[src/design/bp_settings.svh]
// branch predictor settings

`ifndef BP_SETTINGS_SVH
`define BP_SETTINGS_SVH

////////////////////
// address and fetch
////////////////////

`define BP_XLEN        32            // address width
`define BP_INST_BYTES  4             // bytes per fetched instruction
`define BP_OFF_BITS    2             // byte offset below the index
`define BP_RESET_PC    32'h0000_1000 // first fetch address

////////////////////
// btb geometry
////////////////////

`define BP_BTB_LEN     16            // entries, power of two
`define BP_IDX_BITS    $clog2(`BP_BTB_LEN)

// tag is everything above index
`define BP_TAG_BITS    (`BP_XLEN - `BP_IDX_BITS - `BP_OFF_BITS)

`endif

[src/design/bp_pkg.sv]
// branch predictor types
`include "bp_settings.svh"

package bp_pkg;

    typedef logic [`BP_XLEN-1:0] bp_addr_t;

    // 2-bit saturating counter
    typedef enum logic [1:0] {
        nottake      = 2'b00,
        weak_nottake = 2'b01,
        weak_taken   = 2'b10,
        taken        = 2'b11
    } bp_counter_e;

    ////////////////////
    // btb storage and lookup
    ////////////////////

    typedef struct packed {
        logic                    busy;
        logic [`BP_TAG_BITS-1:0] tag;
        bp_addr_t                target_pc;
        bp_counter_e             state;
    } btb_entry_t;

    typedef struct packed {
        logic     hit;
        logic     prediction;  // taken or weak_taken
        bp_addr_t target_pc;
    } bp_lookup_t;

    ////////////////////
    // pipeline packets
    ////////////////////

    typedef struct packed {
        logic     valid;
        bp_addr_t pc;
        logic     pred_taken;
        bp_addr_t pred_target;
    } bp_fetch_t;

    typedef struct packed {
        logic     valid;
        bp_addr_t pc;
    } bp_decode_t;

    typedef struct packed {
        logic     valid;
        bp_addr_t pc;
        logic     taken;
        bp_addr_t target;
        logic     pred_taken;   // prediction carried down the pipe
        bp_addr_t pred_target;
    } bp_resolve_t;

    typedef struct packed {
        logic     valid;
        bp_addr_t pc;
        logic     taken;
        bp_addr_t target;
    } bp_train_t;

    typedef struct packed {
        logic     valid;
        bp_addr_t pc;
    } bp_redirect_t;

endpackage

[src/design/btb.sv]
// direct-mapped branch target buffer
`include "bp_settings.svh"

module btb (
    input  logic               clock,
    input  logic               reset,
    input  bp_pkg::bp_addr_t   lookup_pc,
    input  bp_pkg::bp_decode_t alloc,
    input  bp_pkg::bp_train_t  train,
    output bp_pkg::bp_lookup_t lookup
);

    localparam int IDX_LO = `BP_OFF_BITS;
    localparam int IDX_HI = `BP_OFF_BITS + `BP_IDX_BITS - 1;
    localparam int TAG_LO = IDX_HI + 1;

    typedef logic [`BP_IDX_BITS-1:0] idx_t;
    typedef logic [`BP_TAG_BITS-1:0] tag_t;

    bp_pkg::btb_entry_t entries      [`BP_BTB_LEN];
    bp_pkg::btb_entry_t next_entries [`BP_BTB_LEN];

    bp_pkg::btb_entry_t rd_entry;
    bp_pkg::btb_entry_t al_entry;
    bp_pkg::btb_entry_t tr_entry;
    logic               al_match;
    logic               tr_match;

    function automatic idx_t idx_of(input bp_pkg::bp_addr_t addr);
        return addr[IDX_HI:IDX_LO];
    endfunction

    function automatic tag_t tag_of(input bp_pkg::bp_addr_t addr);
        return addr[`BP_XLEN-1:TAG_LO];
    endfunction

    // one saturating step toward the outcome
    function automatic bp_pkg::bp_counter_e step(
        input bp_pkg::bp_counter_e cur,
        input logic                outcome
    );
        bp_pkg::bp_counter_e nxt;
        case (cur)
            bp_pkg::nottake:      nxt = outcome ? bp_pkg::weak_nottake : bp_pkg::nottake;
            bp_pkg::weak_nottake: nxt = outcome ? bp_pkg::weak_taken   : bp_pkg::nottake;
            bp_pkg::weak_taken:   nxt = outcome ? bp_pkg::taken        : bp_pkg::weak_nottake;
            default:              nxt = outcome ? bp_pkg::taken        : bp_pkg::weak_taken;
        endcase
        return nxt;
    endfunction

    ////////////////////
    // lookup
    ////////////////////

    assign rd_entry = entries[idx_of(lookup_pc)];

    always_comb begin
        lookup.hit        = rd_entry.busy && (rd_entry.tag == tag_of(lookup_pc));
        lookup.prediction = lookup.hit &&
                            ((rd_entry.state == bp_pkg::taken) ||
                             (rd_entry.state == bp_pkg::weak_taken));
        lookup.target_pc  = rd_entry.target_pc;
    end

    ////////////////////
    // allocate and train
    ////////////////////

    // both sides look at the entry as it was before this cycle
    assign al_entry = entries[idx_of(alloc.pc)];
    assign tr_entry = entries[idx_of(train.pc)];
    assign al_match = al_entry.busy && (al_entry.tag == tag_of(alloc.pc));
    assign tr_match = tr_entry.busy && (tr_entry.tag == tag_of(train.pc));

    always_comb begin
        next_entries = entries;
        if (alloc.valid && !al_match) begin
            next_entries[idx_of(alloc.pc)].busy      = 1'b1;
            next_entries[idx_of(alloc.pc)].tag       = tag_of(alloc.pc);
            next_entries[idx_of(alloc.pc)].target_pc = '0;
            next_entries[idx_of(alloc.pc)].state     = bp_pkg::nottake;
        end
        // train comes second so it wins on a shared index
        if (train.valid && tr_match) begin
            next_entries[idx_of(train.pc)].target_pc = train.target;
            next_entries[idx_of(train.pc)].state     = step(tr_entry.state, train.taken);
        end
    end

    always_ff @(posedge clock) begin
        if (reset) begin
            for (int i = 0; i < `BP_BTB_LEN; i++) begin
                entries[i].busy  <= 1'b0;
                entries[i].state <= bp_pkg::nottake;
            end
        end else begin
            entries <= next_entries;
        end
    end

    ////////////////////
    // checks
    ////////////////////

    for (genvar i = 0; i < `BP_BTB_LEN; i++) begin : g_state_chk
        a_state_legal: assert property (@(posedge clock) disable iff (reset)
            !$isunknown(entries[i].state))
            else $error("btb entry %0d state illegal: %b", i, entries[i].state);
    end

endmodule

[src/design/fetch_pc_gen.sv]
// fetch address generator
`include "bp_settings.svh"

module fetch_pc_gen (
    input  logic                 clock,
    input  logic                 reset,
    input  logic                 stall,
    input  bp_pkg::bp_lookup_t   lookup,
    input  bp_pkg::bp_redirect_t redirect,
    output bp_pkg::bp_addr_t     lookup_pc,
    output bp_pkg::bp_fetch_t    fetch
);

    bp_pkg::bp_addr_t pc_q;
    bp_pkg::bp_addr_t pc_next;
    bp_pkg::bp_addr_t pc_seq;
    logic             valid_q;
    logic             pred_taken;

    assign pc_seq     = pc_q + bp_pkg::bp_addr_t'(`BP_INST_BYTES);
    assign pred_taken = lookup.hit && lookup.prediction;

    ////////////////////
    // next pc select
    ////////////////////

    always_comb begin
        if (redirect.valid) begin
            pc_next = redirect.pc;       // resolve correction beats stall
        end else if (stall || !valid_q) begin
            // hold, and keep the reset vector for the first valid fetch
            pc_next = pc_q;
        end else if (pred_taken) begin
            pc_next = lookup.target_pc;
        end else begin
            pc_next = pc_seq;
        end
    end

    always_ff @(posedge clock) begin
        if (reset) begin
            pc_q    <= `BP_RESET_PC;
            valid_q <= 1'b0;
        end else begin
            pc_q    <= pc_next;
            valid_q <= 1'b1;
        end
    end

    ////////////////////
    // outputs
    ////////////////////

    assign lookup_pc = pc_q;  // btb answers in the same cycle

    always_comb begin
        fetch.valid       = valid_q;
        fetch.pc          = pc_q;
        fetch.pred_taken  = pred_taken;
        fetch.pred_target = pred_taken ? lookup.target_pc : pc_seq;
    end

    ////////////////////
    // checks
    ////////////////////

    // a bad btb target or redirect would show up here
    a_pc_aligned: assert property (@(posedge clock) disable iff (reset)
        fetch.valid |-> ((fetch.pc % `BP_INST_BYTES) == 0))
        else $error("fetch pc misaligned: %h", fetch.pc);

endmodule

[src/design/branch_resolve.sv]
// branch resolve and redirect
`include "bp_settings.svh"

module branch_resolve (
    input  bp_pkg::bp_resolve_t  resolve,
    output bp_pkg::bp_train_t    train,
    output bp_pkg::bp_redirect_t redirect
);

    logic             dir_miss;
    logic             tgt_miss;
    logic             mispredict;
    bp_pkg::bp_addr_t fall_through;
    bp_pkg::bp_addr_t correct_pc;

    assign fall_through = resolve.pc + bp_pkg::bp_addr_t'(`BP_INST_BYTES);

    ////////////////////
    // prediction check
    ////////////////////

    always_comb begin
        // wrong direction
        dir_miss = resolve.taken != resolve.pred_taken;

        // right direction but wrong target, only matters when taken
        tgt_miss = resolve.taken && (resolve.target != resolve.pred_target);

        mispredict = resolve.valid && (dir_miss || tgt_miss);

        if (resolve.taken) begin
            correct_pc = resolve.target;
        end else begin
            correct_pc = fall_through;
        end
    end

    ////////////////////
    // btb training
    ////////////////////

    // every completed branch trains, the btb drops tag misses
    always_comb begin
        train.valid  = resolve.valid;
        train.pc     = resolve.pc;
        train.taken  = resolve.taken;
        train.target = resolve.target;
    end

    ////////////////////
    // fetch redirect
    ////////////////////

    always_comb begin
        redirect.valid = mispredict;
        redirect.pc    = correct_pc;  // steady even when not valid
    end

endmodule

[src/design/branch_predict_top.sv]
// branch prediction slice top

module branch_predict_top (
    input  logic                clock,
    input  logic                reset,
    input  logic                stall,
    input  bp_pkg::bp_decode_t  decode,
    input  bp_pkg::bp_resolve_t resolve,
    output bp_pkg::bp_fetch_t   fetch
);

    bp_pkg::bp_addr_t     lookup_pc;
    bp_pkg::bp_lookup_t   lookup;
    bp_pkg::bp_train_t    train;
    bp_pkg::bp_redirect_t redirect;

    ////////////////////
    // fetch side
    ////////////////////

    fetch_pc_gen u_fetch_pc_gen (
        .clock     (clock),
        .reset     (reset),
        .stall     (stall),
        .lookup    (lookup),
        .redirect  (redirect),
        .lookup_pc (lookup_pc),
        .fetch     (fetch)
    );

    ////////////////////
    // target buffer
    ////////////////////

    // decode allocates, resolve trains
    btb u_btb (
        .clock     (clock),
        .reset     (reset),
        .lookup_pc (lookup_pc),
        .alloc     (decode),
        .train     (train),
        .lookup    (lookup)
    );

    ////////////////////
    // resolve side
    ////////////////////

    branch_resolve u_branch_resolve (
        .resolve  (resolve),
        .train    (train),
        .redirect (redirect)
    );

endmodule

[config.mk]
export PLATFORM = sky130hd
export DESIGN_NAME = branch_predict_top
export DESIGN_NICKNAME = d
export VERILOG_FILES = /design/src/design/bp_pkg.sv /design/src/design/btb.sv /design/src/design/fetch_pc_gen.sv /design/src/design/branch_resolve.sv /design/src/design/branch_predict_top.sv
export VERILOG_INCLUDE_DIRS = /design/src /design/src/design
export SDC_FILE = /design/constraint.sdc
export NUM_CORES = 2
export LEC_CHECK = 0
export BUFFER_PORTS_ARGS = -buffer_cell sky130_fd_sc_hd__clkbuf_2
export CORE_UTILIZATION = 24
export CTS_BUF_LIST = sky130_fd_sc_hd__clkbuf_4
export DETAILED_ROUTE_END_ITERATION = 7
export PLACE_DENSITY_LB_ADDON = 0.15
export SLEW_MARGIN = 15
export SYNTH_ARGS = -nofsm -noshare
export SYNTH_HDL_FRONTEND = slang
export SYNTH_SLANG_ARGS = --single-unit
[constraint.sdc]
create_clock -name clock -period 37.7 [get_ports clock]
set_input_delay 7.54 -clock clock [delete_from_list [all_inputs] [get_ports clock]]
set_output_delay 7.54 -clock clock [all_outputs]
set_load 0.1 [all_outputs]
### Yosys cells after proc, flatten, opt, wreduce, memory -nomap -nowiden

Cells that the tools add are included.

* output and inout bits: 66
* bits in registers: 1009
* bits of input ports: 135
* logic and storage cells: 143

* $lt $le $gt $ge: 5
* $add $sub $neg: 2
* reduce and logical (&&, ||, !) cells: 17
* equality and inequality tests: 10
* bitwise logic cells: 3
* muxes and demuxes: 40

Operators with widths (count)
* bitwise mux 976 bit: 6
* two-way mux 976 bit: 2
* demux 61 bit (select 4 bit): 6
* binary-select mux 61 bit (select 4 bit): 3
* two-way mux 61 bit: 7
* two-way mux 32 bit: 4
* == test 26 bit: 3
* two-way mux 34 bit: 2
* adder 32 x 3 -> 32 bit, second input constant: 2
* two-way mux 60 bit: 1
* != test 32 bit: 1
* >= comparator 5 bit, second input constant: 3
* NOT 4 -> 5 bit: 3
* logical AND 1 bit: 11
* less-than comparator 5 x 1 -> 1 bit, second input constant: 2
* two-way mux 2 bit: 5
* == test 2 bit, second input constant: 3
* one-hot mux 2 bit (3 select lines): 1
* logical OR 1 bit: 3
* two-way mux 1 bit: 3
* == test 2 x 1 -> 1 bit, second input constant: 1
* logical NOT 1 bit: 2
* logical NOT 2 bit: 1
* != test 2 x 1 -> 1 bit, second input constant: 1
* != test 1 bit: 1

### Logic depth before layout (Yosys ltp)

* word-level depth: 13
* mapped depth: 16
* depth with buffers taken out: 10

### Hierarchy

From an unflattened synthesis, not the netlist that was laid out.

* cell total of the unflattened synthesis: 3829
* area total of the unflattened synthesis: 56583.0 µm²

Modules (own cells, without submodules)
* btb: cells each 3124, area each 51759.6 µm², times used 1, sequential area each 28827.6 µm²
* fetch_pc_gen: cells each 440, area each 3057.9 µm², times used 1, sequential area each 660.6 µm²
* branch_resolve: cells each 265, area each 1765.4 µm², times used 1, sequential area each 0.0 µm²

### Worst setup path after synthesis

OpenSTA, ideal clock, no wires.

* kind: input-to-reg
* start: input port reset
* end: register u_fetch_pc_gen.valid_q
* path buffers: 3
* arrival: 22.109 ns
* slack: 13.873 ns
* stages: 4
* required time: 35.982 ns
* library setup time: 1.718 ns
* cells stage by stage: clkbuf_1 > clkinv_1 > clkbuf_1 > clkbuf_1

* longest elaborated chain between the ends: 1

RTL lines
* start, declared: line branch_predict_top.sv:5 `input logic reset,`
* two-way mux 1 bit: line fetch_pc_gen.sv:41 `if (reset) begin`
* end signal, assigned: line fetch_pc_gen.sv:43 `valid_q <= 1'b0;`
* end signal, assigned: line fetch_pc_gen.sv:46 `valid_q <= 1'b1;`
* end, declared: line fetch_pc_gen.sv:17 `logic valid_q;`

Every way passes these cells.
A chain may end at the register's enable or synchronous reset.

==> flow_summary.json <==
{
  "outcome": "complete, no violations",
  "use_met1": 0.256,
  "yosysWarnings": 0,
  "powerDensity_nw_per_um2": 45.1,
  "insertion_delay_ns": 1.42,
  "clock_sinks": 1009,
  "synthCells": 3523,
  "ys_types": 83,
  "grt_use_total": 0.208,
  "path_delay_family": "buffers and inverters",
  "worstPathRequired_ns": 30.16,
  "async_reset_ff_frac": 0,
  "drive_above_1_share": 0.354,
  "cts_tree": "yes",
  "synth_ff_type": "edfxtp_1",
  "clock_skew_ns": 0.147,
  "cpMostUsedCell": "buf_4",
  "critical_path.endpoint_type": "output pin",
  "slew_violations": 0,
  "viasPerCell": 5.45,
  "busiest_layer": "met2",
  "synth_common_cells": "edfxtp_1 (928), a22o_1 (552), mux4_2 (497)",
  "hold_buffers": 0,
  "ys_seq_elements": 1009,
  "cts_buffers": 322,
  "drtIter0Drc": 3588,
  "seq_power_share": 0.460,
  "worstPathCellList": "buf_12, buf_4, buf_4, mux4_2, mux2i_1, or3b_2, nand4_1, nor4_1, nand3b_1, nor4_4, buf_4, mux2_2, clkbuf_2",
  "max_slew_margin": 0.189,
  "finalSetupViolations": 0,
  "antenna_found_initial": 33,
  "synth_nets": 3663,
  "finalWirelength_um": 246000,
  "reg2reg_setup_slack_ns": 30.72,
  "synth_top_area_share": 0.503,
  "boundaryPins": 201,
  "use_met3": 0.0364,
  "grt_max_degree": 87,
  "core_area_um2": 228000,
  "n_fill_cell": 23138,
  "cts_htree_levels": 5,
  "worstMarginPinSlew_ns": 1.22,
  "leakage_nw": 22.1,
  "synth_most_common_cell": "edfxtp_1",
  "hpwl_um": 151000,
  "fmax_mhz": 62.7,
  "yosysTopAreaCell": "edfxtp_1",
  "num_rows": 175,
  "die_area_um2": 233000,
  "avgSynthCellArea_um2": 15.7,
  "gp_congestion": 0.890,
  "period_needed_ns": 15.95,
  "fin_tns_setup_ns": 0,
  "crit_path_max_fanout": 62,
  "yosysSeqAreaShare": 0.533,
  "grt_pass1_vias": 38193,
  "r2r-start": "u_fetch_pc_gen.lookup_pc[3]",
  "io_buffers": 198,
  "ant_nets": 0,
  "clkPwrFrac": 0.386,
  "use_met2": 0.357,
  "hp-class": "register to register",
  "grt_pass1_wl_um": 332000,
  "vias": 38208,
  "hold_viol": 0,
  "syn2layout_area_growth_pct": 14.0,
  "place_area_um2": 59300,
  "route.detailed.drc": 0,
  "ctsResizeCount": 0,
  "p_switching_uw": 845,
  "path_buf_inv": 5,
  "syn_area_um2": 55400,
  "firstDrtPassIters": 5,
  "cpPeakStageDelay_ns": 0.81,
  "cap_violations": 0,
  "fin_crit_sh": 0.423,
  "avgRoutedWirePerCell_um": 35.0,
  "fp.dieH_um": 482,
  "cp_slowest_cell": "dfxtp_4",
  "clock-root-buffer": "clkbuf_4",
  "crit_cells": 13,
  "cp.arrival_ns": 8.41,
  "p_int_mw": 2.00,
  "synth-edff-count": 928,
  "critPathLaunch": "u_fetch_pc_gen.lookup_pc[3]",
  "grt.overflow.total": 0,
  "clk_pin_slew_ns": 0.07,
  "nNetsFinal": 3911,
  "power_frac_comb": 0.154,
  "setup.worst_path.start_class": "register",
  "critPathKind": "register to output pin",
  "postCtsSetupRepairBufs": 0,
  "ir_drop_v": 0.0000347,
  "rsz0062_at_grt": "false",
  "cts_buffer_depth": 4,
  "start_util": 0.242,
  "r2r_cells": 13,
  "fin_area_um2": 63100,
  "worstReg2RegEnd": "u_fetch_pc_gen.lookup_pc[3]",
  "switching_share": 0.297,
  "die_w_um": 482,
  "cp-endpoint": "fetch[23]",
  "synth_area_leaders": "edfxtp_1 (50%), mux4_2 (20%), a22o_1 (8.7%)"
}
==> power by group through the flow <==
stage	Clock, mW	Combinational (mW)	Sequential (mW)
6_report	1.10	0.440	1.31
2_1_floorplan	0	0.274	1.35
5_1_grt	1.19	0.458	1.31
3_3_place_gp	0	0.442	1.33
3_5_place_dp	0	0.442	1.33
4_1_cts	1.14	0.443	1.31
==> worst min-delay path by stage <==
| stage | from | endpoint | slack, ns | cells after the start |
|---|---|---|---|---|
| after floorplan | u_btb.entries[0] | u_btb.entries[0] | 0.44 | 1 |
| after global placement | u_btb.entries[244] | u_btb.entries[244] | 0.45 | 1 |
| after detailed placement | u_btb.entries[305] | u_btb.entries[305] | 0.46 | 1 |
| after CTS | u_btb.entries[305] | u_btb.entries[305] | 0.48 | 1 |
| after global routing | u_btb.entries[305] | u_btb.entries[305] | 0.49 | 1 |
| final | u_btb.entries[183] | u_btb.entries[183] | 0.48 | 1 |
==> routing by layer <==
metal / part of all wire / wire length [um]
met1: 0.40 / 98100
met2: 0.50 / 124000
met3: 0.056 / 13700
met4: 0.041 / 10100
met5: 0.00023 / 57
==> cell families (layout without fill, tap and decap cells) <==
kind of cell / count (synthesis) / after routing / share of synthesized area
other cells: 0 / 20 / 0
mux: 669 / 669 / 0.234
buf+inv: 422 / 881 / 0.0385
fa+ha+maj: 7 / 7 / 0.00149
simple gates: 429 / 429 / 0.0409
flops: 1009 / 1009 / 0.533
xor+xnor: 145 / 145 / 0.0229
compound gates: 842 / 842 / 0.129
==> worst register-to-register path, delay by kind of cell (launching register included) <==
kind / cells / cell delay, ns
compound gates: 1 / 0.32
buf+inv: 4 / 2.53
flops: 1 / 0.81
mux: 3 / 1.90
simple gates: 5 / 1.29
==> stage by stage <==
stage / hold slack (ns) / setup WS (ns) / cells / util / power, mW
after CTS: 0.475 / 21.72 / 6991 / 0.276 / 2.89
after detailed placement: 0.461 / 23.20 / 6456 / 0.260 / 1.77
after global placement: 0.453 / 23.27 / 6456 / 0.260 / 1.77
final: 0.479 / 21.75 / 7011 / 0.276 / 2.85
after floorplan: 0.437 / 13.87 / 3523 / - / 1.62
after global routing: 0.485 / 21.50 / 7010 / 0.276 / 2.97
==> cell type report <==
| class | count | area, um2 | share of cell area |
|---|---|---|---|
| sequential | 1009 | 29500 | 0.467 |
| multi-input combinational | 2092 | 24000 | 0.379 |
| tap | 3009 | 3760 | 0.0596 |
| clock buffer | 455 | 3420 | 0.0541 |
| timing repair buffer | 317 | 1950 | 0.0309 |
| clock inverter | 80 | 369 | 0.00585 |
| inverter | 29 | 119 | 0.00188 |
| antenna | 20 | 50.0 | 0.000793 |
==> layout by cell type (no fill, tap or decap), types with 20 or more instances in the layout <==
cell,netlist,layout
a21oi_1,23,23
xor2_1,61,61
nor4_1,24,22
and3_1,31,20
buf_4,62,118
clkbuf_2,1,191
nand2_1,119,119
nand3_1,42,42
nor2_1,59,54
clkinv_1,2,63
inv_1,26,26
xnor2_1,84,84
nand4_1,30,30
clkbuf_4,0,455
o21ai_0,38,38
diode_2,0,20
o22ai_1,23,23
a21o_1,29,29
nand2b_1,20,20
edfxtp_1,928,928
mux2_2,52,52
a22o_1,552,552
mux2i_1,120,120
dfxtp_1,81,77
mux4_2,497,497
Note: power is estimated with default switching activity, not from simulation.
